==> config.mk <==
export PLATFORM = sky130hd
export DESIGN_NAME = regFile
export DESIGN_NICKNAME = d
export VERILOG_FILES = /design/src/design/regFile.sv
export SDC_FILE = /design/constraint.sdc
export NUM_CORES = 2
export LEC_CHECK = 0
export BUFFER_PORTS_ARGS = -buffer_cell sky130_fd_sc_hd__buf_4
export CAP_MARGIN = 15
export CORE_MARGIN = 2
export CORE_UTILIZATION = 35
export CTS_CLUSTER_DIAMETER = 200
export DETAILED_ROUTE_END_ITERATION = 8
export GPL_TIMING_DRIVEN = 0
export REMOVE_ABC_BUFFERS = 1
export SLEW_MARGIN = 40
export SYNTH_ARGS = -nofsm -noshare
export SYNTH_HDL_FRONTEND = slang
export SYNTH_SLANG_ARGS = --single-unit
==> constraint.sdc <==
create_clock -name clk -period 4.15 [get_ports clk]
set_input_delay 0.2075 -clock clk [delete_from_list [all_inputs] [get_ports clk]]
set_output_delay 0.2075 -clock clk [all_outputs]
set_load 0.01 [all_outputs]
==> src/design/regFile.sv <==
`timescale 1ns/100ps

module regFile (
    input  logic        clk,
    input  logic        rstN,
    input  logic [4:0]  rs1Addr,
    input  logic [4:0]  rs2Addr,
    input  logic        writeEn,
    input  logic [4:0]  writeAddr,
    input  logic [31:0] writeData,
    output logic [31:0] rs1Data,
    output logic [31:0] rs2Data
);

    logic [31:0] regs [32];

    always_ff @(posedge clk or negedge rstN) begin
        if (!rstN) begin
            for (int i = 0; i < 32; i++) begin
                regs[i] <= '0;
            end
        end else if (writeEn && writeAddr != 5'd0) begin
            regs[writeAddr] <= writeData;
        end
    end

    // same-cycle write is forwarded, x0 always reads zero
    assign rs1Data = (writeEn && writeAddr == rs1Addr && rs1Addr != 5'd0) ? writeData
                                                                          : regs[rs1Addr];
    assign rs2Data = (writeEn && writeAddr == rs2Addr && rs2Addr != 5'd0) ? writeData
                                                                          : regs[rs2Addr];

    // writeback stage must filter rd == 0 before it gets here
    assert property (@(posedge clk) disable iff (!rstN) writeEn |-> writeAddr != 5'd0)
        else $error("regFile: write strobe aimed at x0");

endmodule

---- After elaboration in Yosys (flattened, before gate mapping) ----
Index checks and enable logic that the tools add are counted.
storage, ports and cells
  input port bits ......................... 50
  flip-flop bits (word level) ............. 1024
  output and inout bits ................... 64
  word-level logic and storage cells ...... 61
operators by class
  reduce and logical (&&, ||, !) cells .... 9
  equality and inequality tests ........... 2
  $lt $le $gt $ge ......................... 4
  bitwise operators ....................... 3
  muxes and demuxes ....................... 11
operators by type and width
  operator                                                                      count
  1024-bit bitwise mux                                                          1
  32-bit binary-select mux with 5-bit select                                    2
  32-bit 2-to-1 mux                                                             7
  32-bit demux with 5-bit select                                                1
  6-bit >= comparator, second input constant                                    3
  5-bit inverter with 6-bit output                                              3
  5-bit nonzero test                                                            3
  5-bit == test                                                                 2
  1-bit logical AND                                                             6
  6-bit by 1-bit less-than comparator with 1-bit output, second input constant  1

---- Longest topological paths before layout ----
  depth after elaboration ................. 6
  mapped depth ............................ 9
  mapped depth without buffers ............ 5

---- Worst setup path before layout ----
Ideal clock, no wire load.
  path type ............................... input-to-output
  start ................................... input port rs2Addr[0]
  end ..................................... output port rs2Data[7]
  setup slack ............................. 2140 ps
  buffers on the path ..................... 3
  stages .................................. 7
  arrival ................................. 1802 ps
  data required time ...................... 3943 ps
  path through ............................ buf_2 -> buf_2 -> buf_2 -> mux4_2 -> o22ai_1 -> nor4_1 -> mux2_2
between the ends
  word-level cells in the longest chain between the ends .. 5
  elaborated cells between the ends (all ways) .. 9
  classes of those cells .................. 1 x eq/ne; 4 x mux; 1 x bitwise; 3 x reduce/logical
ends and longest elaborated chain
  what                                                    line  text
  start: declaration                                      7     input logic [4:0] rs2Addr,
  5-bit inverter with 6-bit output (implied by the code)  31    : regs[rs2Addr];
  32-bit binary-select mux with 5-bit select              31
  32-bit 2-to-1 mux (implied by the code) (2 in a row)    31
  32-bit 2-to-1 mux (*)                                   30    assign rs2Data = (writeEn && writeAddr == rs2Addr && rs2Addr != 5'd0) ? writeData
  end: declaration                                        12    output logic [31:0] rs2Data
Every way passes the cells marked *; elsewhere a longest branch is shown, timed or not. The select of a mux whose other input is x is not followed.

---- Worst setup path in the final report ----
  start ................................... input port rs1Addr[0]
  end ..................................... output port rs1Data[18]
between the ends
  word-level cells in the longest chain between the ends .. 5
  elaborated cells between the ends (all ways) .. 9
  classes of those cells .................. 1 x eq/ne; 4 x mux; 1 x bitwise; 3 x reduce/logical
ends and longest elaborated chain
  what                                                    line  text
  start: declaration                                      6     input logic [4:0] rs1Addr,
  5-bit inverter with 6-bit output (implied by the code)  29    : regs[rs1Addr];
  32-bit binary-select mux with 5-bit select              29
  32-bit 2-to-1 mux (implied by the code) (2 in a row)    29
  32-bit 2-to-1 mux (*)                                   28    assign rs1Data = (writeEn && writeAddr == rs1Addr && rs1Addr != 5'd0) ? writeData
  end: declaration                                        11    output logic [31:0] rs1Data,
Marks and branches as above.

==> results.md <==
* Largest net degree at the start of global routing at 111
* DP Cell Count at between 5000 and 6000
* Leak pwr at around 26 nW
* Worst reg2reg setup slack at ~3.3 ns
* Hold Path Stages at 2
* Detailed Routing Iterations Pass 1 at 5
* WL final at 161000 um
* Clk_lat worst skew at 0.69 ns
* Worst setup SP type: primary input
* Root buffer cell: clkbuf_16
* CTS Buf Count at 115
* Total Die Area at 157000 um2
* Worst Hold End: regs[50]
* Fin area at 62100 um2
* Seq/Total Area, Yosys at 47.7%
* Synthesized area per cell at 15.5 um2
* Detailed Route Iter0 Violations at 2767
* Kind of critical path: primary input to output port
* Clock Power Share at 34.4%
* Initial antenna violation count at 3
* Commonest non-fill, non-tap cells in the layout: 1024 x mux2_2, 1024 x dfrtp_1, 506 x mux4_2, 252 x o22ai_1, 162 x buf_4
* Row cnt at between 100 and 150
* Outcome: completed
* Area contributors post-synth: dfrtp_1 48%, mux2_2 21%, mux4_2 21%
* Number of fill cells in the layout at around 14000
* Synth Cell Area at roughly 54000 um2
* Cell taking the most area after synthesis: dfrtp_1
* Top flop regs: regs (1024)
* DR vias at 32900
* Critical Path RT at 3.94 ns
* Synth cell types at 41
* Fmax at 0.280 GHz
* Final nets at approximately 3500
* Initial Util at 35.3%
* Total global routing overflow at 0
* Pwr dens at 464 nW/um2
* Top Ports at between 100 and 150
* CTS H-tree lvls at 3
* Largest register FFs at between 1000 and 1500
* Core area at 152000 um2
* Reg power frac at 45.8%
* Clock transition at path regs at roughly 0.06 ns
* Final setup fails at 0
* Avg Vias per Cell at slightly below 6
* Worst r2r src: regs[615]
* Port Buffers at 113
* Clock skew at 0 ns
* Worst slew pin tran at 0.663 ns
* VDD IR max at 0.353 mV
* DRC at 0
* Crit path DAT at 3.36 ns
* # Post-CTS Setup Buffers at 0
* Share of post-route cells with drive strength above 1 at a little under three fifths
* Min-delay worst type: primary input to flip-flop
* Die Wd at 396 um
* Die H at approximately 400 um
* First-pass GRT wire length at 237000 um
* Gate Count Post-Synth at 3464
* Area of the multi-input gates at around 26000 um2
* WL per Instance at ~29 um
* FF-to-FF End: regs[615]
* Sw Share at 26.0%
* Final Hold Viols at 0
* CTS sink count at 1024
* Worst slew margin at between 50% and 60%
* Fin cells at 5589
* Area grow syn2layout at 15.6%
* Logic pwr share at 19.8%
* Total GRT Usage at between 20% and 30%
* Final ANT Viol Nets at 0
* Yosys top cell area share at 47.7%
* Final min period at 3.57 ns
* Max cap viols at 0
* Dpl hpwl at around 110000 um
* CTS Buffer Depth at 3
* YS warnings at 0
* Final period util at 86.1%
* CTS tree: built
* Crit-path max FO at 40
* DP Area at 58200 um2
* Register Area at around 26000 um2
* WHS at between 0.03 and 0.04 ns
* CP Capture Type: output port
* Unrepaired setup endpoints after global routing: no
* Gpl congestion at 0.728
* Reg with most FFs: regs
* Reg2Reg Depth at 1
* Net switching power at roughly 0.0075 W
* Flops & latches, synth at 1024
* Final Max Slew Viols at 0
* Hold Path Origin: writeData[18]
* Design internal power at 0.0213 W
* Vias in the first global route at 34100
* # diodes at 0
-- critical path, stage by stage --
cell     delay (ns)
buf_8          0.28
buf_16         0.28
buf_16         0.33
buf_16         0.32
buf_16         0.28
mux4_2         0.29
o22ai_1        0.09
or4_1          0.54
o21ai_1        0.35
buf_4          0.20
-- cell type report --
cell class / count / area share (%)
well taps: 2030 / 4.09
repair buffers: 315 / 6.39
multi-input cells: 2022 / 42.3
clock inverters: 25 / 0.357
flip-flops and latches: 1024 / 41.3
clock buffers: 173 / 5.54
-- metrics by stage --
step	power (W)	setup WS (ns)	utilization, %	TNS, ns
after floorplan	0.0169	-0.668	-	-18.87
after global placement	0.0187	-13.37	36.2	-
after detailed placement	0.0191	0.578	38.3	0
after CTS	0.0291	0.563	40.8	0
after global routing	0.0301	0.374	40.8	0
final	0.0288	0.578	40.8	0
-- how the worst max path moves through the flow --
stage,start,to,cells past startpoint
final,rs1Addr[0],rs1Data[18],10
after global routing,rs1Addr[0],rs1Data[18],10
after CTS,rs1Addr[0],rs1Data[18],10
after detailed placement,rs1Addr[0],rs1Data[12],10
after global placement,rs1Addr[0],rs1Data[22],6
after floorplan,writeAddr[4],rs1Data[30],4
-- power by group through the flow --
stage                     Clock, W  Combinational [W]  Sequential [W]
after floorplan                  0            0.00404          0.0129
after global placement           0            0.00557          0.0132
after detailed placement         0            0.00574          0.0133
after CTS                   0.0101            0.00577          0.0131
after global routing        0.0106            0.00611          0.0134
final                      0.00993            0.00570          0.0132
-- synth_stat cells (all sizes together) --
| master | number |
|---|---|
| o22ai | 252 |
| nor3 | 8 |
| a2111oi | 1 |
| o21ai | 33 |
| and2 | 1 |
| a211oi | 1 |
| and3 | 1 |
| a21oi | 1 |
| xor2 | 3 |
| nand2b | 3 |
| nor3b | 2 |
| dfrtp | 1024 |
| buf | 217 |
| o31ai | 1 |
| and2b | 1 |
| nand3 | 9 |
| nor4 | 34 |
| nand3b | 7 |
| nand4 | 1 |
| or4 | 31 |
| mux2 | 1026 |
| nand2 | 50 |
| or3b | 4 |
| nor2 | 19 |
| xnor2 | 5 |
| or3 | 5 |
| a311oi | 1 |
| nor2b | 9 |
| mux4 | 510 |
| mux2i | 3 |
| clkbuf | 201 |
-- metal layers --
metal | GRT usage, % | vias to the layer above | share of wire, %
met3 | 3.07 | 313 | 5.2
li1 | - | 13600 | -
met5 | 0 | - | 0.0087
met2 | 33.8 | 1017 | 49
met1 | 27.6 | 17900 | 42
met4 | 6.81 | 2 | 3.5
-- cells by family (layout without fill, tap and decap cells) --
logic type,Yosys count,after routing,synth area share (%)
XOR/XNOR,8,8,0.131
multiplexers,1539,1539,43.0
AND/OR/NAND/NOR,185,185,1.94
buffers and inverters,418,513,3.89
flip-flops,1024,1024,47.7
AO/OA/AOI/OAI,290,290,3.31
-- timing repair --
item	CTS	global route
hold endpoints to repair	501	0
gates resized for setup	0	0
endpoints found under the setup margin	0	0
hold buffers	17	0
(Power assumes the default switching activity.)
