`config.mk`:
```
export PLATFORM = sky130hd
export DESIGN_NAME = alu
export DESIGN_NICKNAME = d
export VERILOG_FILES = /design/src/design/coreCtrlPkg.sv /design/src/design/alu.sv
export SDC_FILE = /design/constraint.sdc
export NUM_CORES = 1
export LEC_CHECK = 0
export ABC_AREA = 1
export BUFFER_PORTS_ARGS = -buffer_cell sky130_fd_sc_hd__buf_2
export CAP_MARGIN = 25
export CORE_MARGIN = 4
export CORE_UTILIZATION = 55
export DETAILED_ROUTE_END_ITERATION = 12
export PLACE_DENSITY = 0.76
export REMOVE_ABC_BUFFERS = 1
export SLEW_MARGIN = 20
export SYNTH_ARGS = -nofsm -noshare
export SYNTH_HDL_FRONTEND = slang
export SYNTH_SLANG_ARGS = --single-unit
```
`constraint.sdc`:
```
create_clock -name vclk -period 5.95
set_clock_uncertainty 0.15 [all_clocks]
set_input_delay 0.595 -clock vclk [all_inputs]
set_output_delay 0.595 -clock vclk [all_outputs]
set_load 0.02 [all_outputs]
```
`src/design/coreCtrlPkg.sv`:
```
package coreCtrlPkg;

    typedef enum logic [3:0] {
        ALU_ADD,
        ALU_SUB,
        ALU_SLL,
        ALU_SLT,
        ALU_SLTU,
        ALU_XOR,
        ALU_SRL,
        ALU_SRA,
        ALU_OR,
        ALU_AND
    } aluOpT;

    typedef enum logic [1:0] {
        PC_PLUS4  = 2'd0,
        PC_TARGET = 2'd1,
        PC_JALR   = 2'd2
    } pcSelT;

    typedef enum logic [1:0] {
        OP1_RS1  = 2'd0,
        OP1_ZERO = 2'd1
    } op1SelT;

    typedef enum logic [2:0] {
        OP2_RS2   = 3'd0,
        OP2_IMM_I = 3'd1,
        OP2_SHAMT = 3'd2,
        OP2_IMM_S = 3'd3,
        OP2_IMM_B = 3'd4,
        OP2_IMM_U = 3'd5,
        OP2_IMM_J = 3'd6
    } op2SelT;

    typedef enum logic {
        WB_ALU = 1'b0,
        WB_MEM = 1'b1
    } wbSelT;

endpackage

```
`src/design/alu.sv`:
```
`timescale 1ns/100ps

module alu
    import coreCtrlPkg::*;
(
    input  aluOpT       aluOp,
    input  logic [31:0] aluA,
    input  logic [31:0] aluB,
    output logic [31:0] aluResult
);

    logic [4:0] shiftAmt;
    logic       lessSigned;
    logic       lessUnsigned;

    assign shiftAmt     = aluB[4:0];
    assign lessSigned   = $signed(aluA) < $signed(aluB);
    assign lessUnsigned = aluA < aluB;

    always_comb begin
        case (aluOp)
            ALU_ADD:  aluResult = aluA + aluB;
            ALU_SUB:  aluResult = aluA - aluB;
            ALU_SLL:  aluResult = aluA << shiftAmt;
            ALU_SLT:  aluResult = {31'b0, lessSigned};
            ALU_SLTU: aluResult = {31'b0, lessUnsigned};
            ALU_XOR:  aluResult = aluA ^ aluB;
            ALU_SRL:  aluResult = aluA >> shiftAmt;
            ALU_SRA:  aluResult = $unsigned($signed(aluA) >>> shiftAmt);
            ALU_OR:   aluResult = aluA | aluB;
            ALU_AND:  aluResult = aluA & aluB;
            default:  aluResult = aluA + aluB;
        endcase
    end

endmodule

```
* After elaboration in Yosys (flattened, before gate mapping)
Cells that the tools add are included.
** Operators by class
- Add/subtract/negate cells :: 2
- $mul :: 0
- Divide/modulo/power cells :: 0
- $lt $le $gt $ge :: 2
- Equal/unequal tests :: 9
- Shift operators :: 3
- Mux-type cells :: 1
- Bitwise logic cells :: 3
- Reductions and logical operators :: 0
** Operator list (count)
- case mux 32 bit (9 select lines) :: 1
- < comparator 32 bit :: 2
- adder 32 bit :: 1
- AND 32 bit :: 1
- OR 32 bit :: 1
- left shift 32 x 5 -> 32 bit :: 1
- >> shifter 32 x 5 -> 32 bit :: 1
- >>> shifter 32 x 5 -> 32 bit :: 1
- subtractor 32 bit :: 1
- bitwise XOR 32 bit :: 1
- == test 4 x 3 -> 1 bit, second input constant :: 4
- == test 4 x 2 -> 1 bit, second input constant :: 2
- == test 4 bit, second input constant :: 2
- == test 4 x 1 -> 1 bit, second input constant :: 1
** Word-level totals
- Flip-flop bits (word level) :: 0
- Latch bits :: 0
- RAM bits :: 0
- ROM bits :: 0
- Output and inout bits :: 32
- Memories kept :: 0

* Logic depth before layout (Yosys ltp)
- Word-level depth :: 2
- Mapped depth :: 18
- Gate-level depth less buffers :: 16

* Worst setup path before layout
OpenSTA, ideal clock, no wires.
- Kind :: input port to output port
- From :: input port aluB[3]
- To :: output port aluResult[21]
- Data arrival time :: 2.785 ns
- Slack :: 2.420 ns
- Cell stages on the path :: 15
- Buffers on the path :: 4
- Path through :: buf_2 -> inv_1 -> buf_2 -> buf_1 -> ha_1 -> buf_2 -> nor2_1 -> nand4_1 -> nand3_1 -> nand3_1 -> nand3_1 -> nor2_1 -> nor2_1 -> nor2_1 -> nor2_1
** Between the ends
- Word-level cells in the longest chain between the ends :: 2
- Elaborated cells between the ends (all ways) :: 6
** RTL lines
- from (decl) :: RTL line alu.sv:8 : input logic [31:0] aluB,
- adder 32 bit, or another cell as far along :: RTL line alu.sv:22, alu.sv:32
- case mux 32 bit (9 select lines) * :: RTL line alu.sv:21 : case (aluOp)
- to (decl) :: RTL line alu.sv:9 : output logic [31:0] aluResult
Mark *: on every way between the ends. The rest lies on a longest branch, timed or not.

* Worst setup path in the final report
- From :: input port aluB[0]
- To :: output port aluResult[20]
Same word-level chain as after synthesis.

==> results.sh <==
export IMPL_status="finished clean"
export IMPL_finalSetupViolCount=0
export IMPL_critPathCaptureType="output port"
export IMPL_coreArea_um2=17400
export IMPL_portBuffers=100
export IMPL_finalCriticalPeriod_ns=4.25
export IMPL_grt_ovfl_total=0
export IMPL_drt_iter0_markers=1999
export IMPL_drc=0
export IMPL_synthXorXnorAreaFrac_pct=0.887
export IMPL_finalHoldViolCount=0
export IMPL_worstSetupEndpoint="aluResult[20]"
export IMPL_placed_area_um2=10300
export IMPL_place_hpwl_mm=37.8
export IMPL_synth_area_um2=9870
export IMPL_grt_pass1_wl_mm=70.1
export IMPL_grt_usage_pct=44.1
export IMPL_antenna_found_initial=2
export IMPL_synth_compound_area_share_pct=14.1
export IMPL_fin_nets=2218
export IMPL_max_slew_margin_pct=23.6
export IMPL_hold_path_class="in2out"
export IMPL_yosysSeqAreaShare_pct=0
export IMPL_cap_violations=0
export IMPL_grt_pass1_vias=12900
export IMPL_fin_total_pwr_uw=1030
export IMPL_crit_path_start="aluB[0]"
export IMPL_synth_top_area_cell="nand2_1"
export IMPL_ir_drop_uv=130
export IMPL_areaGrowthSynthToFinish_pct=4.14
export IMPL_yosys_area_share_adder_pct=12.7
export IMPL_initial_utilization_pct=56.7
export IMPL_crit_type="in2out"
export IMPL_wl_per_cell_um=20.6
export IMPL_finalCritPeriodShare_pct=71.4
export IMPL_drt_wl_total_mm=46.8
export IMPL_floorplan_die_width_um=142
export IMPL_ys_types=40
export IMPL_via_count=14300
export IMPL_yosys_area_share_simple_pct=56.9
export IMPL_worstPathArrival_ns=3.51
export IMPL_drv_slew=0
export IMPL_via_per_inst=6.29
export IMPL_regArea_um2=0
export IMPL_fmaxAchievable_ghz=0.235
export IMPL_synth_top_family_by_area="simple AND/OR/NAND/NOR gates"
export IMPL_final_cells=2274
export IMPL_nClkBuffers=0
export IMPL_cp_required_ns=5.20
export IMPL_syn_area_per_cell_um2=4.86
export IMPL_postCtsSetupRepairBufs=0
export IMPL_dieArea_um2=20200
export IMPL_num_rows=48
export IMPL_die_h_um=142
export IMPL_start_kind="input port"
export IMPL_io_pins=100
export IMPL_yosysTopAreaCellShare_pct=24.5
export IMPL_cts_resized_gates=0
export IMPL_tightest_slew_ns=1.14
export IMPL_ys_warn_count=0
export IMPL_seq_cell_count=0
export IMPL_hold_buffers=0
export IMPL_ys_top_cells_by_area="nand2_1 24%, nand3_1 20%, ha_1 12%"
export IMPL_power_leakage_uw=0.00591
export IMPL_grt_max_degree=80
export IMPL_path_max_fanout=35
export IMPL_dp_cells=2274
export IMPL_ant_nets=0
export IMPL_drive_gt1_share_pct=6.64
export IMPL_syn_inst=2030
export IMPL_diodes=0
export IMPL_synth_area_mux_share_pct=0
export IMPL_finalInstanceArea_um2=10300
export IMPL_rsz0062_at_grt="false"
export IMPL_dr_pass1_iters=8
export IMPL_powerDensity_nw_per_um2=101
export IMPL_finalSetupTns_ns=0
export IMPL_gp_congestion=1.10
[critical path: stages]
cell and delay [ns]:
buf_2 0.35, ha_1 0.36, fa_1 0.41, inv_1 0.12, nand2_1 0.13, o21ai_0 0.49
nand2_1 0.12, nand3_1 0.27, nand2_1 0.11, nand2_1 0.08, nand2_1 0.04, nand3_1 0.07
nand4_1 0.15, buf_2 0.20
[metrics by stage]
stage	utilization (%)	worst slack [ns]	hold slack [ns]
4_1_cts	59.0	1.84	1.61
5_1_grt	59.0	1.55	1.65
6_report	59.0	1.70	1.62
2_1_floorplan	-	1.72	1.22
3_3_place_gp	59.0	1.84	1.59
3_5_place_dp	59.0	1.85	1.61
[cell usage in the layout, fill, tap and decap left out, types with 9 or more instances in the layout]
| cell type | n |
|---|---|
| inv_1 | 275 |
| nor3_1 | 22 |
| a21oi_1 | 82 |
| o21bai_1 | 10 |
| xor2_1 | 10 |
| o21ai_0 | 73 |
| and2_1 | 9 |
| o22ai_1 | 17 |
| o211ai_1 | 30 |
| nand2_1 | 644 |
| buf_2 | 100 |
| buf_4 | 10 |
| nand3_1 | 398 |
| ha_1 | 97 |
| nand4_1 | 34 |
| nor2_1 | 172 |
[synthesized netlist by cell type]
cell type and n:
o211ai_1 30, a221oi_1 3, nor2_1 172, clkbuf_1 20, and3_1 4, inv_2 6, a21boi_1 1, nand3_1 398
o22ai_1 17, nor4_1 2, nand4_1 34, buf_4 10, clkinv_1 2, a21boi_0 1, nand2_1 644, buf_2 48
o21ai_0 73, nor2_4 5, inv_1 276, nand2_2 3, and2_1 9, o21bai_1 10, nor2_2 4, xor2_1 10
buf_1 11, a21oi_1 82, a31oi_1 6, o21ai_1 6, inv_4 2, fa_1 2, o221ai_1 4, nand3b_1 2
nor3_1 22, or2_2 3, a211oi_1 7, buf_6 1, nand3_2 1, o211a_1 1, ha_1 97, clkbuf_2 1
[metal layers]
layer / part of all wire (%) / global-route usage, %
met5: 0.062 / 0
met4: 5.9 / 20.9
met3: 14 / 8.13
met2: 43 / 69.9
met1: 37 / 57.8
[cell type report]
type	instances	area, µm²
inverter	286	1080
tap	225	282
fill	1985	7140
timing repair buffer	110	576
multi-input combinational	1653	8350
[cells by family after synthesis]
group                    count (synthesis)
AO/OA/AOI/OAI                          241
buffers and inverters                  377
XOR/XNOR                                10
adder cells (fa/ha/maj)                 99
AND/OR/NAND/NOR                       1303
[worst min-delay path by stage]
stage                        start            to  slack, ns  cells past startpoint
final                     aluOp[0]  aluResult[0]       1.62                      5
after global routing       aluB[4]  aluResult[1]       1.65                      4
after CTS                 aluOp[0]  aluResult[0]       1.61                      5
after detailed placement  aluOp[0]  aluResult[0]       1.61                      5
after global placement    aluOp[0]  aluResult[0]       1.59                      5
after floorplan            aluB[4]  aluResult[1]       1.22                      2
[power by group]
part	switching [µW]	internal (µW)	leakage, µW
Combinational	743	291	0.00591
Sequential	0	0	0
Clock	0	0	0
Note: power is estimated with default switching activity, not from simulation.
