[config.mk]
export PLATFORM = sky130hd
export DESIGN_NAME = operandMux
export DESIGN_NICKNAME = d
export VERILOG_FILES = /design/src/design/coreCtrlPkg.sv /design/src/design/operandMux.sv
export SDC_FILE = /design/constraint.sdc
export NUM_CORES = 1
export LEC_CHECK = 0
export BUFFER_PORTS_ARGS = -buffer_cell sky130_fd_sc_hd__buf_2
export CAP_MARGIN = 20
export CORE_MARGIN = 2
export CORE_UTILIZATION = 30
export DETAILED_ROUTE_END_ITERATION = 16
export PLACE_DENSITY = 0.72
export SLEW_MARGIN = 20
export SYNTH_ARGS = -nofsm -noshare
export SYNTH_HDL_FRONTEND = slang
export SYNTH_SLANG_ARGS = --single-unit
export TNS_END_PERCENT = 50
[constraint.sdc]
create_clock -name vclk -period 3.33
set_input_delay 0.999 -clock vclk [all_inputs]
set_output_delay 0.999 -clock vclk [all_outputs]
set_load 0.01 [all_outputs]
[src/design/coreCtrlPkg.sv]
package coreCtrlPkg;

    typedef enum logic [3:0] {
        ALU_ADD,
        ALU_SUB,
        ALU_SLL,
        ALU_SLT,
        ALU_SLTU,
        ALU_XOR,
        ALU_SRL,
        ALU_SRA,
        ALU_OR,
        ALU_AND
    } aluOpT;

    typedef enum logic [1:0] {
        PC_PLUS4  = 2'd0,
        PC_TARGET = 2'd1,
        PC_JALR   = 2'd2
    } pcSelT;

    typedef enum logic [1:0] {
        OP1_RS1  = 2'd0,
        OP1_ZERO = 2'd1
    } op1SelT;

    typedef enum logic [2:0] {
        OP2_RS2   = 3'd0,
        OP2_IMM_I = 3'd1,
        OP2_SHAMT = 3'd2,
        OP2_IMM_S = 3'd3,
        OP2_IMM_B = 3'd4,
        OP2_IMM_U = 3'd5,
        OP2_IMM_J = 3'd6
    } op2SelT;

    typedef enum logic {
        WB_ALU = 1'b0,
        WB_MEM = 1'b1
    } wbSelT;

endpackage

[src/design/operandMux.sv]
`timescale 1ns/100ps

module operandMux
    import coreCtrlPkg::*;
(
    input  logic [31:0] instruction,
    input  op1SelT      op1Sel,
    input  op2SelT      op2Sel,
    input  logic [31:0] rs1Data,
    input  logic [31:0] rs2Data,
    output logic [31:0] aluA,
    output logic [31:0] aluB
);

    logic [31:0] immI;
    logic [31:0] immS;
    logic [31:0] immB;
    logic [31:0] immU;
    logic [31:0] immJ;
    logic [31:0] shamt;

    assign immI  = {{20{instruction[31]}}, instruction[31:20]};
    assign immS  = {{20{instruction[31]}}, instruction[31:25], instruction[11:7]};
    assign immB  = {{19{instruction[31]}}, instruction[31], instruction[7],
                    instruction[30:25], instruction[11:8], 1'b0};
    assign immU  = {instruction[31:12], 12'b0};
    assign immJ  = {{11{instruction[31]}}, instruction[31], instruction[19:12],
                    instruction[20], instruction[30:21], 1'b0};
    // shift amount is zero extended
    assign shamt = {27'b0, instruction[24:20]};

    assign aluA = (op1Sel == OP1_ZERO) ? 32'b0 : rs1Data;

    always_comb begin
        case (op2Sel)
            OP2_IMM_I: aluB = immI;
            OP2_SHAMT: aluB = shamt;
            OP2_IMM_S: aluB = immS;
            OP2_IMM_B: aluB = immB;
            OP2_IMM_U: aluB = immU;
            OP2_IMM_J: aluB = immJ;
            default:   aluB = rs2Data;
        endcase
    end

endmodule

Word-level counts from Yosys, hierarchy flattened --
Cells that the tools add are included.
Word-level totals: flip-flop bits (word level) 0, bits in latches 0, RAM bits 0, ROM bits 0, bits of input ports 101, output and inout bits 64, logic and storage cells 9, memories kept 0
Cells by class: $add $sub $neg 0, multipliers 0, div/mod/pow operators 0, $lt $le $gt $ge 0, equality and inequality tests 7, shift operators 0, mux-type cells 2, bitwise gates (word level) 0, reductions and logical operators 0
Operator list (count):
- $pmux W32 S6 | 1
- $mux W32 | 1
- $eq A3 B3 Y1 const B | 3
- $eq A3 B2 Y1 const B | 2
- $eq A3 B1 Y1 const B | 1
- $eq A2 B1 Y1 const B | 1

Depth between registers and ports, before layout --
Gate-level depths: netlist of run 1.
word-level depth 2, depth in mapped cells 5, mapped depth without buffers 3

Worst setup path before layout of run 1 --
No wires, ideal clock.
path kind input to output, from input port op2Sel[2], to output port aluB[11], arrival 1.795 ns, data required time 2.331 ns, slack 0.536 ns, stages on the path 5, buffers on the path 2, cell sequence buf_2 > buf_2 > nor3_1 > a21oi_1 > a2bb2oi_1
Between the ends: word-level cells in the longest chain between the ends 2, elaborated cells between the ends (all ways) 7
RTL lines:
- from (decl) | line operandMux.sv:8 | input op2SelT op2Sel,
- $eq A3 B3 Y1 (tied with other cells) | line operandMux.sv:35 | case (op2Sel)
- $pmux W32 S6 (*) | line operandMux.sv:35
- to (decl) | line operandMux.sv:12 | output logic [31:0] aluB
Every way passes the cells marked *; elsewhere a longest branch is shown, timed or not.

Final worst setup path of run 1 --
from input port op2Sel[1], to output port aluB[23]
Same word-level chain as after synthesis.

==> flow_summary.toml, run 1 <==
[setup_path]
critPathLaunch = "op2Sel[1]"
cp_max_fo = 15
worstPathRequired_ns = 2.33
arrival_ns = 2.20
crit_path_end_kind = "primary output"
worstSetupPathType = "input pin to primary output"
worst_setup_path_start_kind = "input pin"

[synth]
netlist_instances = 193
ys_seq_area_frac = 0
synth_cell_types = 35
syn_area_mm2 = 0.001500
syn-mean-instance-area_um2 = 7.773
synth-warning-count = 0
syn-num-nets = 294

[worst_hold_path]
min_path_type = "input pin to primary output"
worst_hold_path.endpoint = "aluA[10]"
min_from = "rs1Data[10]"
worstHoldPathCells = 3

[floorplan]
top_level_ports = 165
dieWidth_um = 74.72
dieArea_mm2 = 0.005582
core_mm2 = 0.004786
dieHeight_um = 74.72
initial_core_util = 0.3135
fp-row-count = 25

[grt]
grt_pass1_vias = 1913
overflow = 0
grt_pass1_wl_um = 8700
antenna_found_initial = 2
global_route.usage.total = 0.1944
grt_max_degree = 36

[pwr]
peakVddDrop_mv = 0.05593
p_per_area_mw_per_mm2 = 152.6
power.leakage_nw = 1.138

[place]
place.detailed.hpwl_um = 4881
place_congestion = 0.7547
dp_slack_ns = 0.05352
io_buffer_count = 158

[drt]
vias = 2110
drt-pass1-iter-count = 4
ant_nets = 0
wl_met3_um = 419
highest_layer = "met3"
wl_met2_um = 3375
routed_wl_um = 6118
drt-met1-wl_um = 2324
drt_iter0_drc = 90
drc = 0
wl_per_cell_um = 15.07
viasPerCell = 5.197

[clock_tree]
cts_resized = 0
holdBufCountCts = 0
post-cts-setup-buffers = 0

[sta]
fin_crit_sh = 0.9615
hold_viol_final = 0
clock.fmax_ghz = 0.3123
setup_viol = 0
maxSlewViolCount = 0
worstMarginPinSlew_ns = 0.5161
rsz0062_at_grt = "no"
setup_tns_ns = 0
max_slew_margin = 0.6555
timing.final.ws_setup_ns = 0.1281
min_period_ns = 3.202

[layout]
final_cell_mix = "buf_2, and2_1, a21oi_1, mux2i_1, a211oi_1"
seq_cells = 0
final_nets = 440
num-clock-buffers = 0
mostFrequentLayoutCell = "buf_2"
area_growth_pct = 52.54
drive_above_1_share = 0.5697
final-seq-area_um2 = 0

[flow_run]
maxCapViolCount = 0

[status]
run_status = "complete, no violations"
==> cells by family (layout without fill, tap and decap cells) <==
kind of cell | count (synthesis) | in the layout | synth area share
muxes | 26 | 26 | 0.1827
AOI/OAI and AO/OA | 78 | 78 | 0.4345
buffers and inverters | 26 | 170 | 0.1426
and+or+nand+nor | 63 | 63 | 0.2402
other | 0 | 2 | 0
==> how the worst max path moves through the flow <==
stage                to  slack (ns)  cells past startpoint
3_3_place_gp   aluB[24]        0.08                      5
3_5_place_dp   aluB[24]        0.05                      5
6_report       aluB[23]        0.13                      6
2_1_floorplan  aluB[11]        0.54                      5
5_1_grt        aluB[24]        0.03                      6
4_1_cts        aluB[24]        0.05                      5
==> synthesized netlist by cell type, types with 2 or more instances <==
cell type / n / area, µm²
nor2b_1: 3 / 18.77
buf_8: 2 / 30.03
nand2_1: 11 / 41.29
a21oi_1: 20 / 100.1
buf_6: 8 / 90.09
a221oi_2: 8 / 120.1
a22oi_1: 5 / 37.54
and2_1: 33 / 206.5
buf_4: 3 / 22.52
buf_2: 5 / 25.02
and2_4: 2 / 17.52
clkbuf_1: 5 / 18.77
nand2b_1: 2 / 12.51
o221ai_1: 4 / 35.03
a32oi_1: 4 / 35.03
a211oi_2: 5 / 62.56
a211oi_1: 15 / 112.6
mux2_1: 10 / 112.6
mux2i_1: 15 / 150.1
nor2_1: 7 / 26.28
a221oi_1: 12 / 105.1
==> through the flow <==
stage / utilization / area [µm²] / total power, W / std cells / hold slack (ns)
detailed placement: 0.4766 / 2281 / 0.0003503 / 404 / 2.283
floorplan: - / 1500 / 0.0002070 / 193 / 2.139
global placement: 0.4766 / 2281 / 0.0003457 / 404 / 2.284
finish: 0.4782 / 2288 / 0.0003492 / 406 / 2.283
global route: 0.4782 / 2288 / 0.0003816 / 406 / 2.294
CTS: 0.4766 / 2281 / 0.0003519 / 404 / 2.283
==> report_power, final <==
group | internal, W | switching [W]
Combinational | 0.000168 | 0.000181
Sequential | 0 | 0
Clock | 0.0000000000807 | 0
Total | 0.000168 | 0.000181
==> critical path: stages <==
cell     delay (ns)
buf_2          0.30
buf_4          0.26
mux2_1         0.34
nand2_1        0.08
a21oi_1        0.06
buf_2          0.16
==> area by class of cell <==
type | instances | area, µm²
Antenna cell | 2 | 5.005
Fill cell | 496 | 2497
Inverter | 2 | 7.507
Multi-Input combinational cell | 167 | 1289
Tap cell | 67 | 83.83
Timing Repair Buffer | 168 | 903.4
==> routing by layer <==
| layer | vias to the layer above | global-route usage |
|---|---|---|
| met5 | - | 0 |
| met4 | 0 | 0.04167 |
| met3 | 0 | 0.03213 |
| met2 | 96 | 0.3786 |
| met1 | 965 | 0.2198 |
| li1 | 1049 | - |
Note: power is estimated with default switching activity, not from simulation.
==> run 2: changes to the inputs <==
GPL_ROUTABILITY_DRIVEN = 0   (was unset)
PLACE_DENSITY = 0.68   (was 0.72)
==> flow_summary.toml, run 2 (synthesized netlist as in run 1, its figures left out) <==
[drt]
drt-pass1-iter-count = 4
ant_nets = 0
viasPerCell = 5.163
drt_iter0_drc = 71
wl_per_cell_um = 14.59
routed_wl_um = 5925
vias = 2096
drc = 0

[layout]
final-seq-area_um2 = 0
multi_input_area_mm2 = 0.001286
n_fill_cell = 499
diodes = 0
area_growth_pct = 50.54
drive_above_1_share = 0.5693
mostFrequentLayoutCell = "buf_2"
final_util = 0.4719
num-clock-buffers = 0
final_nets = 442
final_cell_mix = "buf_2, and2_1, a21oi_1, mux2i_1, a211oi_1"
seq_cells = 0

[grt]
overflow = 0
antenna_found_initial = 0
grt_pass1_vias = 1968
grt_pass1_wl_um = 8700
grt_max_degree = 33
global_route.usage.total = 0.1894

[pwr]
power.leakage_nw = 1.135
p_per_area_mw_per_mm2 = 153.2
peakVddDrop_mv = 0.06634

[floorplan]
fp-row-count = 25
core_mm2 = 0.004786
top_level_ports = 165
dieHeight_um = 74.72
dieArea_mm2 = 0.005582
initial_core_util = 0.3135
dieWidth_um = 74.72

[place]
place.detailed.hpwl_um = 4860
dp_slack_ns = 0.1730
io_buffer_count = 158

[setup_path]
critPathMaxStageDelay_ns = 0.30
critPathLaunch = "op2Sel[0]"
cp_max_fo = 11
worst_setup_path_start_kind = "input pin"
crit_chain = "buf_2 > buf_4 > nor2b_1 > a32oi_1 > o221ai_1 > buf_2"
cpLargestDelayFamily = "buffers and inverters"
cp_slowest_cell = "nor2b_1"
worstPathRequired_ns = 2.33
path_common_cell = "buf_2"
path_buf_inv = 3
worstSetupPathType = "input pin to primary output"
crit_path_end_kind = "primary output"
arrival_ns = 2.17

[sta]
rsz0062_at_grt = "no"
min_period_ns = 3.168
setup_viol = 0
clock.fmax_ghz = 0.3157
hold_viol_final = 0
maxSlewViolCount = 0
fin_crit_sh = 0.9513
max_slew_margin = 0.5196
worstMarginPinSlew_ns = 0.7206
timing.final.ws_setup_ns = 0.1621
setup_tns_ns = 0

[worst_hold_path]
min_path_type = "input pin to primary output"
worst_hold_path.endpoint = "aluA[11]"
min_from = "rs1Data[11]"
worstHoldPathCells = 3

[flow_run]
maxCapViolCount = 0

[status]
run_status = "complete, no violations"

[clock_tree]
cts_resized = 0
holdBufCountCts = 0
post-cts-setup-buffers = 0
## run 2: cell types whose count changed in the layout (fill, tap and decap cells not counted), sizes merged
cell   previous run  this run
buf             168       170
diode             2         0
## run 2: layout make-up
type               instances  area share
multi-input cells        167      0.5695
repair buffers           170      0.3900
well taps                 67     0.03712
inverters                  2    0.003324
## run 2: worst max-delay path by stage
stage	to	slack [ns]	depth (start not counted)
final	aluB[1]	0.16	6
after global routing	aluB[2]	0.06	6
after CTS	aluB[27]	0.17	6
after detailed placement	aluB[27]	0.17	6
after global placement	aluB[1]	0.19	6
after floorplan	aluB[11]	0.54	5
## run 2: where the power goes
part	switching (W)	total, W	internal (W)
registers	0	0	0
logic	0.000182	0.000346	0.000164
clock network	0	0	0
## run 2: routing by layer
metal | track usage | wire (µm) | part of all wire | vias to the layer above
li1 | - | - | - | 1041
met1 | 0.2414 | 2434 | 0.41 | 940
met2 | 0.3589 | 3050 | 0.51 | 111
met3 | 0.01606 | 396 | 0.067 | 4
met4 | 0.01587 | 44 | 0.0074 | 0
met5 | 0 | 0 | 0 | -
## run 2: metrics by stage
| step | instance area (µm²) | hold slack (ns) | std cells | power (W) |
|---|---|---|---|---|
| after floorplan | 1500 | 2.139 | 193 | 0.0002070 |
| after global placement | 2258 | 2.282 | 406 | 0.0003414 |
| after detailed placement | 2258 | 2.283 | 406 | 0.0003460 |
| after CTS | 2258 | 2.283 | 406 | 0.0003477 |
| after global routing | 2258 | 2.294 | 406 | 0.0003795 |
| final | 2258 | 2.281 | 406 | 0.0003461 |
