## config.mk

```make
export PLATFORM = sky130hd
export DESIGN_NAME = pcUnit
export DESIGN_NICKNAME = d
export VERILOG_FILES = /design/src/design/coreCtrlPkg.sv /design/src/design/pcUnit.sv
export SDC_FILE = /design/constraint.sdc
export NUM_CORES = 1
export LEC_CHECK = 0
export ABC_AREA = 1
export BUFFER_PORTS_ARGS = -buffer_cell sky130_fd_sc_hd__buf_4
export CAP_MARGIN = 20
export CORE_ASPECT_RATIO = 1.5
export CORE_MARGIN = 2
export CORE_UTILIZATION = 42
export CTS_CLUSTER_DIAMETER = 150
export DETAILED_ROUTE_END_ITERATION = 8
export PLACE_DENSITY_LB_ADDON = 0.15
export RECOVER_POWER = 50
export SYNTH_ARGS = -nofsm -noshare
export SYNTH_HDL_FRONTEND = slang
export SYNTH_SLANG_ARGS = --single-unit
```

## constraint.sdc

```tcl
create_clock -name clk -period 1.9 [get_ports clk]
set_clock_uncertainty 0.15 [all_clocks]
set_input_delay 0.38 -clock clk [delete_from_list [all_inputs] [get_ports clk]]
set_output_delay 0.38 -clock clk [all_outputs]
set_load 0.03 [all_outputs]
```

## src/design/coreCtrlPkg.sv

```systemverilog
package coreCtrlPkg;

    typedef enum logic [3:0] {
        ALU_ADD,
        ALU_SUB,
        ALU_SLL,
        ALU_SLT,
        ALU_SLTU,
        ALU_XOR,
        ALU_SRL,
        ALU_SRA,
        ALU_OR,
        ALU_AND
    } aluOpT;

    typedef enum logic [1:0] {
        PC_PLUS4  = 2'd0,
        PC_TARGET = 2'd1,
        PC_JALR   = 2'd2
    } pcSelT;

    typedef enum logic [1:0] {
        OP1_RS1  = 2'd0,
        OP1_ZERO = 2'd1
    } op1SelT;

    typedef enum logic [2:0] {
        OP2_RS2   = 3'd0,
        OP2_IMM_I = 3'd1,
        OP2_SHAMT = 3'd2,
        OP2_IMM_S = 3'd3,
        OP2_IMM_B = 3'd4,
        OP2_IMM_U = 3'd5,
        OP2_IMM_J = 3'd6
    } op2SelT;

    typedef enum logic {
        WB_ALU = 1'b0,
        WB_MEM = 1'b1
    } wbSelT;

endpackage

```

## src/design/pcUnit.sv

```systemverilog
`timescale 1ns/100ps

module pcUnit
    import coreCtrlPkg::*;
(
    input  logic        clk,
    input  logic        rstN,
    input  logic        advance,
    input  pcSelT       pcSel,
    input  logic        isBeq,
    input  logic        isBne,
    input  logic [31:0] rs1Data,
    input  logic [31:0] rs2Data,
    input  logic [31:0] target,
    input  logic [31:0] jalrTarget,
    output logic [31:0] pc,
    output logic [31:0] pcPlus4
);

    logic        isBranch;
    logic        branchTaken;
    logic [31:0] nextPc;

    assign pcPlus4     = pc + 32'd4;
    assign isBranch    = isBeq || isBne;
    assign branchTaken = (isBeq && rs1Data == rs2Data) || (isBne && rs1Data != rs2Data);

    always_comb begin
        case (pcSel)
            // jal always jumps, a branch only when its condition holds
            PC_TARGET: nextPc = (isBranch && !branchTaken) ? pcPlus4 : target;
            PC_JALR:   nextPc = {jalrTarget[31:1], 1'b0};
            default:   nextPc = pcPlus4;
        endcase
    end

    always_ff @(posedge clk or negedge rstN) begin
        if (!rstN) begin
            pc <= '0;
        end else if (advance) begin
            pc <= nextPc;
        end
    end

endmodule

```

=== After elaboration in Yosys (flattened, before gate mapping) ===
Cells that the tools add are included.

* Flip-flop bits (word level): 32
* Input port bits: 135
* Logic and storage cells: 14

* $add $sub $neg: 1
* Equality and inequality tests: 4
* Muxes and demuxes: 2
* Reduce and logical (&&, ||, !) cells: 6

{| class="wikitable"
|+ Operator list
! operator !! count
|-
| case mux 32 bit (2 select lines) || 1
|-
| adder 32 x 3 -> 32 bit, second input constant || 1
|-
| == test 32 bit || 1
|-
| two-way mux 32 bit || 1
|-
| != test 32 bit || 1
|-
| logical AND 1 bit || 3
|-
| == test 2 x 1 -> 1 bit, second input constant || 1
|-
| == test 2 bit, second input constant || 1
|-
| logical OR 1 bit || 2
|-
| zero test 1 bit || 1
|}

=== Depth between registers and ports, before layout ===
Gate-level depths: netlist of the first run.

* Depth after elaboration: 7
* Depth in mapped cells: 17
* Depth with buffers taken out: 16

=== Least setup slack after synthesis of the first run ===
No wires, ideal clock.

* Path type: reg2out
* Start point: reg pc[2]
* End point: out pcPlus4[26]
* Data arrival time: 1.923 ns
* Required time: 1.370 ns
* Setup slack: -0.553 ns
* Stages on the path, launching flop included: 7
* Path buffers: 0
* Path through: dfrtp_1 -> ha_1 -> nand3_1 -> inv_1 -> nand2_1 -> nor4_1 -> xor2_1

* Word-level cells in the longest chain between the ends: 1

{| class="wikitable"
|+ Ends and longest elaborated chain
! element !! line !! text
|-
| start: declaration || pcUnit.sv:16 || <nowiki>output logic [31:0] pc,</nowiki>
|-
| start signal: assignment || pcUnit.sv:41 || <nowiki>pc <= nextPc;</nowiki>
|-
| adder 32 x 3 -> 32 bit || pcUnit.sv:24 || <nowiki>assign pcPlus4 = pc + 32'd4;</nowiki>
|-
| end: declaration || pcUnit.sv:17 || <nowiki>output logic [31:0] pcPlus4</nowiki>
|}

No other way between the ends.

=== Worst setup path in the final report of the first run ===
* Start point: reg pc[2]
* End point: out pcPlus4[25]

Same word-level chain as after synthesis.

==> results.ini, run 1 <==
[worst_setup_path]
cp.required_ns = 1.37
startpoint_type = register
cp_top_family = simple AND/OR/NAND/NOR gates
critPathCaptureType = output pin
cpMaxStageDelayCell = dfrtp_2
critPathMaxFanout = 3
worstSetupPathType = reg2out
slowest_delay_ns = 0.38
worstPathArrival_ns = 2.25
path_cells = nand2_2 -> nor2_4 -> inv_2 -> nor3_4 -> buf_4 -> buf_6 -> inv_6 -> nor2_4 -> nand2_2 -> xor2_2 -> inv_2 -> buf_6
path_buf_inv = 6

[cells_and_area]
fin_nets = 1123
final_cells = 1092
syn_to_final_growth_pct = 107
diodes = 0
largest_reg_flops = 32
final_cell_area_sq_um = 7650
drive_gt1_share_pct = 51.5
top_register = pc
top_regs = pc: 32 flops

[sta]
min_period_over_period_pct = 146
drv_slew = 0
slew_headroom_pct = 37.8
hold_violations = 0
setup_viol = 56
fin_ws_ns = -0.883
fmax_mhz = 359
finalSetupTns_ns = -21.32
tightest_slew_ns = 0.933
period_minus_slack_ns = 2.78
rsz0062_at_grt = true

[global_route]
grt_max_degree = 33
grt_pass1_vias = 5801
gr-total-overflow = 0
antenna_found_initial = 0
grt_first_pass_wirelength_um = 26700
grt_use_total_pct = 36.1

[place]
dp_hpwl_um = 11800
numPortBuffers = 197
place_area_sq_um = 6160
placed_cells = 1039
gp_congestion = 0.951

[power]
leakagePower_nw = 4.26
ir_drop_mv = 0.598
power_density_nw_per_um2 = 635
finalPower_w = 0.00486

[synth]
synth_edf_count = 0
yosysTopAreaCell = nand2_1
ys_warn_count = 0
netlist_area_sq_um = 3690
yosysUniqueCellTypes = 26
syn_inst = 667
synthTopCellsByArea = nand2_1, dfrtp_1, inv_1
async_flop_share_pct = 100
syn_area_per_cell_sq_um = 5.53
yosysSeqAreaShare_pct = 21.7
synth_fp_nets = 805
ys.flop_type = dfrtp_1
yosysTopAreaCellShare_pct = 28.5
ys_seq_elements = 32

[floorplan]
start_util_pct = 43.6
die_area_sq_um = 9570
ios = 199
rows = 41
die_w_um = 80.5
die_h_um = 119
coreArea_sq_um = 8460

[clock_network]
cts_buffers = 5
clock-root-buffer = clkbuf_16
cts_tree = built
cts.path.max_buffers = 2
htreeDepth = 2
clk_pin_slew_ns = 0.05
cts_sinks = 32
insertion_delay_ns = 0.29

[routing]
ant_nets = 0
drc = 0
dr_total_vias = 6329
dr.first_iter.drc_count = 805
via_per_inst = 5.80
drtPass1Iterations = 9
routed_wl_um = 22700
wire_per_inst_um = 20.8

[status]
violations = setup timing
outcome = complete, but fails checks

[worst_hold_path]
min_path_type = in2reg

[flow_run]
cap_violations = 0

## stage by stage
stage / setup slack, ns / util (%) / hold WS (ns)
6_report: -0.883 / 90.4 / 0.248
5_1_grt: -0.950 / 90.4 / 0.265
4_1_cts: -0.583 / 80.8 / 0.257
3_5_place_dp: -0.369 / 72.8 / 0.213
3_3_place_gp: -0.324 / 72.8 / 0.207
2_1_floorplan: -0.252 / - / -0.0656
## cell usage in the layout, fill, tap and decap left out, types with 3 or more instances in the layout
cell       instances
buf_4            260
nand2_1          238
inv_1             93
buf_6             58
nand3_1           48
nand2_2           30
nand4_1           25
nor2_1            24
dfrtp_2           22
inv_2             16
nand2_4           12
a21oi_1           12
xnor2_2           11
nor2_4            10
dfrtp_1           10
nor3_4             9
nor2_2             8
nand3_2            8
clkbuf_16          8
xor2_4             7
xor2_2             7
clkbuf_1           7
buf_12             7
xnor2_4            6
xor2_1             6
xnor2_1            5
nor3_2             4
nand3_4            4
or2_2              4
nor4_4             3
## synthesized netlist by cell type, types with 4 or more instances
library cell	number
o21ai_0	4
nand4_1	25
nand2_1	280
clkbuf_1	18
nor3_1	10
a21oi_1	14
xnor2_1	22
or2_2	4
dfrtp_1	32
nor2_1	40
clkinv_1	4
inv_1	107
buf_2	4
inv_2	4
nand3_1	60
xor2_1	19
## worst reg2reg max path: cells and delay by family (launching register included)
family                 cells  cell delay [ns]
buffers and inverters      6             0.66
DFF                        1             0.42
and+or+nand+nor           10             1.09
## final timing paths
| path | from | to | slack (ns) | cells after the start |
|---|---|---|---|---|
| setup / recovery | pc[2] | pcPlus4[25] | -0.88 | 12 |
| hold / removal | target[0] | pc[0] | 0.25 | 3 |
| setup reg to reg | pc[8] | pc[27] | -0.53 | 16 |
| hold reg to reg | pc[1] | pc[1] | 0.39 | 2 |
| max in group asynchronous | rstN | pc[14] | 0.33 | 2 |
| min in group asynchronous | rstN | pc[16] | 0.62 | 2 |
## where the power goes
part           switching, W  internal [W]
clock              0.000318      0.000480
sequential         0.000143      0.000802
combinational       0.00175       0.00136
## routing by layer
metal / vias up / track usage, % / share of wire (%)
li1: 2654 / - / -
met1: 2898 / 34.2 / 30
met2: 554 / 65.9 / 48
met3: 223 / 7.86 / 11
met4: 0 / 25.1 / 11
met5: - / 0 / 0
## logic make-up (layout without fill, tap and decap cells)
logic type                 count (synthesis)  after routing  share of synthesized area [%]
xor gates and xnor gates                  42             42                           10.2
AOI/OAI and AO/OA                         18             18                           2.44
adders and majority gates                  3              3                           1.02
and+or+nand+nor                          431            431                           49.9
buffers and inverters                    141            459                           14.8
DFF                                       32             32                           21.7
## timing repair
| item | 4_1_cts | 5_1_grt |
|---|---|---|
| setup endpoints to repair | 46 | 60 |
| setup buffers | 23 | 30 |
| endpoints found under the hold margin | 32 | 0 |
| hold buffers | 1 | 0 |
| cloned | 0 | 4 |
| gates resized for setup | 97 | 123 |
| pin swaps | 29 | 94 |
## cell type report
type | instances | area (sq um)
Fill cell | 376 | 812
Sequential cell | 32 | 828
Clock buffer | 7 | 133
Multi-Input combinational cell | 494 | 3230
Timing Repair Buffer | 337 | 2880
Inverter | 115 | 443
Tap cell | 107 | 134
Note: power is estimated with default switching activity, not from simulation.
==> run 2: changes to the inputs <==
Settings changed: ABC_AREA 1 to default, CORE_UTILIZATION 42 to 39, PLACE_DENSITY from default to 0.9, PLACE_DENSITY_LB_ADDON 0.15 to default.
==> run 2 against run 1 <==
Against the previous run:
- the flow now stops in 5_1_grt
- synthesized area is 18% lower
- synthesized cell count is 43% lower
==> results.ini, run 2 <==
[place]
place_area_sq_um = 5810
dp_hpwl_um = 11600
numPortBuffers = 197
gp_congestion = 0.916

[floorplan]
start_util_pct = 40.0
ios = 199
rows = 39
die_w_um = 75.9
die_h_um = 112

[global_route]
grt_use_total_pct = 91.7
gr-total-overflow = 383
grt_max_degree = 33

[synth]
synth_fp_nets = 517
yosysUniqueCellTypes = 47
ys_seq_elements = 32
syn_area_per_cell_sq_um = 7.98
yosysSeqAreaShare_pct = 26.5
synthTopCellsByArea = dfrtp_1, xnor2_1, nand3_1
syn_inst = 379
ys.flop_type = dfrtp_1
ys_warn_count = 0
synth_common_cells = xnor2_1, nand3_1, dfrtp_1, nor2_1, nand2_1
synth_edf_count = 0
yosys.cell_count.top_type = xnor2_1
netlist_area_sq_um = 3020
async_flop_share_pct = 100
yosysTopAreaCell = dfrtp_1
yosysTopAreaCellShare_pct = 26.5

[clock_network]
htreeDepth = 2
cts.path.max_buffers = 2
cts_sinks = 32
cts_buffers = 5
clock-root-buffer = clkbuf_16

[sta]
endpoint_type = primary output
crit_endpoint = pcPlus4[21]

[status]
haltStage = 5_1_grt
outcome = stopped before the end
tool.error = [ERROR GRT-0232] Routing congestion too high. Check the congestion heatmap in the GUI.

## run 2: logic make-up after synthesis
kind of cell / Yosys count / share of synthesized area [%]
and+or+nand+nor: 148 / 26.0
AOI/OAI and AO/OA: 92 / 20.7
xor gates and xnor gates: 60 / 17.6
buffers and inverters: 36 / 5.30
DFF: 32 / 26.5
muxes: 8 / 2.65
adders and majority gates: 3 / 1.24
## run 2: stage by stage
stage | worst slack, ns | std cells
after CTS | -0.673 | 787
after detailed placement | -0.567 | 750
after global placement | -0.508 | 750
after floorplan | -0.531 | 379
## run 2: timing repair
action	in CTS
hold endpoints to repair	32
setup endpoints to repair	59
hold buffers	1
pin swaps	57
resized for setup	107
buffers inserted	29
## run 2: per-layer routing
metal / overflow / GRT usage [%]
met2: 223 / 108
met1: 3 / 85.4
met3: 1 / 75.3
met5: 0 / 19.0
met4: 156 / 107
==> run 3: changes to the inputs <==
Settings changed: CORE_ASPECT_RATIO 1.5 to default, CORE_UTILIZATION 39 to 30, CTS_CLUSTER_DIAMETER 150 to default, PLACE_DENSITY 0.9 to default, PLACE_DENSITY_LB_ADDON from default to 0.15.
Clock period 1.9 ns to 2.5 ns, I/O delays scaled along.
==> run 3 against run 2 <==
Against the previous run:
- the flow now finishes, with violations (capacitance limit, slew limit, setup timing)
- synthesized area is the same
- synthesized cell count is the same
==> results.ini, run 3 <==
[sta]
fin_ws_ns = -0.242
drv_slew = 33
fmax_mhz = 365
min_period_over_period_pct = 110
rsz0062_at_grt = true
period_minus_slack_ns = 2.74
hold_violations = 0
slew_headroom_pct = -37.0
finalSetupTns_ns = -2.54
setup_viol = 17
tightest_slew_ns = 2.06

[worst_hold_path]
min_path_type = in2reg

[cells_and_area]
final_cells = 779
top_register = pc
largest_reg_flops = 32
top_regs = pc: 32 flops
final_common_cell = buf_4
layout_common_cells = buf_4, nand3_1, xnor2_1
diodes = 0
fin_nets = 783
syn_to_final_growth_pct = 94.7
drive_gt1_share_pct = 52.9

[routing]
routed_wl_um = 13300
drc = 0
drtPass1Iterations = 5
ant_nets = 0
via_per_inst = 5.20
dr_total_vias = 4054
wire_per_inst_um = 17.0
dr.first_iter.drc_count = 207

[synth]
netlist_area_sq_um = 3020
synth_edf_count = 0
async_flop_share_pct = 100
syn_inst = 379
ys_warn_count = 0
yosysUniqueCellTypes = 47
yosysTopAreaCell = dfrtp_1
syn_area_per_cell_sq_um = 7.98
yosysSeqAreaShare_pct = 26.5
yosys.cell_count.top_type = xnor2_1
synth_fp_nets = 517
synthTopCellsByArea = dfrtp_1, xnor2_1, nand3_1
ys.flop_type = dfrtp_1
ys_seq_elements = 32
yosysTopAreaCellShare_pct = 26.5
synth_common_cells = xnor2_1, nand3_1, dfrtp_1, nor2_1, nand2_1

[global_route]
grt_max_degree = 33
gr-total-overflow = 0
grt_first_pass_wirelength_um = 21000
antenna_found_initial = 0
grt_pass1_vias = 4132
grt_use_total_pct = 24.0

[worst_setup_path]
cpMaxStageDelayCell = or3_4
path_cells = nand4_1 -> or3_4 -> nor2_4 -> nand3_2 -> xnor2_4 -> buf_4
critPathMaxFanout = 4
cp_top_family = simple AND/OR/NAND/NOR gates
ff2ff_path_depth = 11
worstSetupPathType = reg2out
crit_cells = 6
critPathCaptureType = output pin
critPathLaunch = pc[14]
slowest_delay_ns = 0.46
rr_endpoint = pc[19]
worstPathArrival_ns = 2.09
crit_end = pcPlus4[28]
cp.required_ns = 1.85
ff2ff_setup_slack_ns = 0.07
startpoint_type = register
rr_startpoint = pc[14]
path_buf_inv = 1

[power]
ir_drop_mv = 0.255
leakagePower_nw = 2.69
power_density_nw_per_um2 = 517

[status]
violations = capacitance limit, slew limit, setup timing
outcome = complete, but fails checks

[floorplan]
start_util_pct = 30.9
die_h_um = 104
die_w_um = 104
die_area_sq_um = 10900
rows = 36
ios = 199
coreArea_sq_um = 9770

[clock_network]
insertion_delay_ns = 0.29
cts_tree = built
hold_buffers = 0
cts_buffers = 5
cts.path.max_buffers = 2
clock-root-buffer = clkbuf_8
cts_sinks = 32
htreeDepth = 2
clk_pin_slew_ns = 0.07

[place]
numPortBuffers = 197
pre_cts_ws_ns = -0.128
gp_congestion = 0.895
dp_hpwl_um = 10200
placed_cells = 741

[flow_run]
cap_violations = 1

-- run 3: cell counts after synthesis --
Identical to the previous run, type by type.
-- run 3: per-stage QoR --
| step | util (%) | total power [W] | hold slack [ns] | cell area [sq um] |
|---|---|---|---|---|
| after global placement | 53.5 | 0.00243 | 0.342 | 5230 |
| after global routing | 60.2 | 0.00321 | 0.346 | 5890 |
| after floorplan | - | 0.00168 | 0.0544 | 3240 |
| after CTS | 58.6 | 0.00302 | 0.0239 | 5730 |
| after detailed placement | 53.5 | 0.00245 | 0.341 | 5230 |
| final | 60.2 | 0.00304 | 0.323 | 5890 |
-- run 3: cell type report --
class	count	area, sq um
Fill cell	902	3890
Multi-Input combinational cell	311	2560
Timing Repair Buffer	286	2230
Sequential cell	32	810
Tap cell	133	166
Clock buffer	8	90.1
Inverter	9	33.8
-- run 3: worst reg2reg max path, delay by kind of cell, from the launching register on --
family          cells  cell delay (ns)
buf+inv             4             0.50
compound gates      2             0.32
flops               1             0.38
simple gates        4             0.82
xor+xnor            1             0.13
-- run 3: metal layers --
| metal | vias up | wire length, um | global-route usage, % |
|---|---|---|---|
| met4 | 0 | 274 | 7.82 |
| met3 | 26 | 792 | 4.82 |
| met5 | - | 0 | 0 |
| li1 | 1928 | - | - |
| met2 | 174 | 6980 | 42.6 |
| met1 | 1926 | 5230 | 28.9 |
-- run 3: power breakdown --
group | total [W] | switching (W) | internal (W)
Combinational | 0.00188 | 0.00102 | 0.000860
Sequential | 0.000724 | 0.000109 | 0.000615
Clock | 0.000431 | 0.000207 | 0.000225
Total | 0.00304 | 0.00134 | 0.00170
-- run 3: what timing repair did --
item,in CTS,in global routing
endpoints found under the setup margin,21,27
buffers inserted,20,11
resized for setup,53,25
pin swaps,21,17
-- run 3: how the worst min path moves through the flow --
stage,from,endpoint,cells after the start
2_1_floorplan,rstN,pc[0],0
3_5_place_dp,rstN,pc[31],1
6_report,target[12],pc[12],3
4_1_cts,rstN,pc[27],1
5_1_grt,target[27],pc[27],3
3_3_place_gp,rstN,pc[31],1
-- run 3: cells by family after synthesis --
family                   share of synthesized area (%)
AND/OR/NAND/NOR                                   26.0
XOR/XNOR                                          17.6
multiplexers                                      2.65
AO/OA/AOI/OAI                                     20.7
flip-flops                                        26.5
buffers and inverters                             5.30
adder cells (fa/ha/maj)                           1.24
==> run 4: changes to the inputs <==
Settings changed: ABC_AREA from default to 1, CORE_UTILIZATION 30 to 42.
==> run 4 against run 3 <==
Against the previous run:
- the flow still finishes with violations (capacitance limit, slew limit, setup timing)
- sequential cell count stayed put
- combinational power is 8% lower
- core utilization up 12 points
- sequential power decreased by 2%
- total power shrank 5.5%
==> results.ini, run 4 (synthesized netlist as in run 1, its figures left out) <==
[status]
outcome = complete, but fails checks
violations = capacitance limit, slew limit, setup timing

[worst_hold_path]
holdPathStages = 3
min_path_type = in2reg
min_from = target[0]
hold_end = pc[0]

[global_route]
grt_max_degree = 33
grt_use_total_pct = 27.8
grt_first_pass_wirelength_um = 22000
antenna_found_initial = 0
gr-total-overflow = 0
grt_pass1_vias = 4849

[worst_setup_path]
startpoint_type = register
rr_startpoint = pc[2]
critPathMaxFanout = 4
cpMaxStageDelayCell = dfrtp_1
cpMostUsedCell = buf_4
slowest_delay_ns = 0.38
ff2ff_setup_slack_ns = 0.21
critPathCaptureType = output pin
worstSetupPathType = reg2out
path_cells = ha_2 -> nand3_2 -> buf_4 -> inv_1 -> nand2_2 -> nor2_1 -> xor2_1 -> buf_4
cp.required_ns = 1.85
worstPathArrival_ns = 1.97
ff2ff_path_depth = 15
rr_endpoint = pc[18]

[sta]
rsz0062_at_grt = true
fin_ws_ns = -0.125
finalSetupTns_ns = -0.699
slew_headroom_pct = -23.0
min_period_over_period_pct = 105
fmax_mhz = 381
hold_violations = 0
period_minus_slack_ns = 2.62
setup_viol = 11
tightest_slew_ns = 1.85
drv_slew = 33

[routing]
dr.first_iter.drc_count = 242
ant_nets = 0
via_per_inst = 4.96
routed_wl_um = 14300
dr_total_vias = 5083
wire_per_inst_um = 13.9
drtPass1Iterations = 6
drc = 0

[power]
leakagePower_nw = 3.55
ir_drop_mv = 0.317
intPower_w = 0.00156
p_sw_share_pct = 45.6
power_density_nw_per_um2 = 463
comb_power_share_pct = 60.3
switchingPower_w = 0.00131
p_clk_share_pct = 15.0
power_frac_seq_pct = 24.7

[clock_network]
hold_buffers = 0
htreeDepth = 2
insertion_delay_ns = 0.29
cts_tree = built
cts_buffers = 5
clk_pin_slew_ns = 0.07
cts_sinks = 32
cts.path.max_buffers = 2
clock-root-buffer = clkbuf_8

[flow_run]
cap_violations = 1

[place]
gp_congestion = 0.951
numPortBuffers = 197
pre_cts_ws_ns = 0.0927
dp_hpwl_um = 10600
place_area_sq_um = 5440

[cells_and_area]
final_cell_area_sq_um = 6200
diodes = 0
largest_reg_flops = 32
n_fill_cell = 743
syn_to_final_growth_pct = 68.1
drive_gt1_share_pct = 37.2
layout_common_cells = nand2_1, buf_4, inv_1
top_regs = pc: 32 flops
fin_nets = 1054
top_register = pc
final_common_cell = nand2_1

[floorplan]
coreArea_sq_um = 8640
start_util_pct = 42.7
rows = 34
die_area_sq_um = 9550
ios = 199
die_h_um = 97.7
die_w_um = 97.7

==> run 4: repair_timing <==
| action | 4_1_cts | 5_1_grt |
|---|---|---|
| endpoints found under the setup margin | 21 | 23 |
| gates resized for setup | 41 | 57 |
| buffers inserted | 15 | 26 |
| pin swaps | 12 | 26 |
==> run 4: worst max-delay path by stage <==
| stage | startpoint | end | slack (ns) | cells after the start |
|---|---|---|---|---|
| global placement | pc[3] | pcPlus4[27] | 0.11 | 10 |
| global route | pc[2] | pcPlus4[26] | -0.22 | 9 |
| detailed placement | pc[3] | pcPlus4[27] | 0.09 | 10 |
| floorplan | pc[2] | pcPlus4[26] | -0.007 | 6 |
| finish | pc[2] | pcPlus4[18] | -0.12 | 8 |
| CTS | pc[2] | pcPlus4[25] | -0.17 | 11 |
==> run 4: metal layers <==
metal / vias to the layer above / share of wire [%] / track usage, %
li1: 2517 / - / -
met1: 2332 / 40 / 33.9
met4: 0 / 1.3 / 7.59
met3: 18 / 7.3 / 4.29
met2: 216 / 52 / 50.9
met5: - / 0 / 0
==> run 4: worst max-delay path, delay by kind of cell (launching register included) <==
kind / cells / cell delay, ns
fa+ha+maj: 1 / 0.21
simple gates: 3 / 0.33
xor+xnor: 1 / 0.30
buf+inv: 3 / 0.45
flops: 1 / 0.38
==> run 4: power groups by stage <==
stage / logic [W] / clock network, W / registers, W
2_1_floorplan: 0.000680 / 0 / 0.000861
3_3_place_gp: 0.00147 / 0 / 0.000704
3_5_place_dp: 0.00149 / 0 / 0.000706
4_1_cts: 0.00157 / 0.000435 / 0.000697
5_1_grt: 0.00186 / 0.000447 / 0.000721
6_report: 0.00173 / 0.000429 / 0.000711
==> run 4: cell type report <==
cell class,count,area [sq um],area share (%)
clock buffers,8,90.1,1.45
repair buffers,268,2070,33.4
multi-input cells,494,2660,42.9
well taps,108,135,2.18
inverters,115,434,7.00
flip-flops and latches,32,812,13.1
==> run 4: metrics by stage <==
step / std cells / hold WS [ns] / utilization (%) / power (W)
floorplan: 667 / 0.0544 / - / 0.00154
global placement: 976 / 0.322 / 63.0 / 0.00218
detailed placement: 976 / 0.326 / 63.0 / 0.00220
CTS: 999 / 0.0139 / 67.3 / 0.00270
global route: 1025 / 0.386 / 71.8 / 0.00303
finish: 1025 / 0.343 / 71.8 / 0.00287
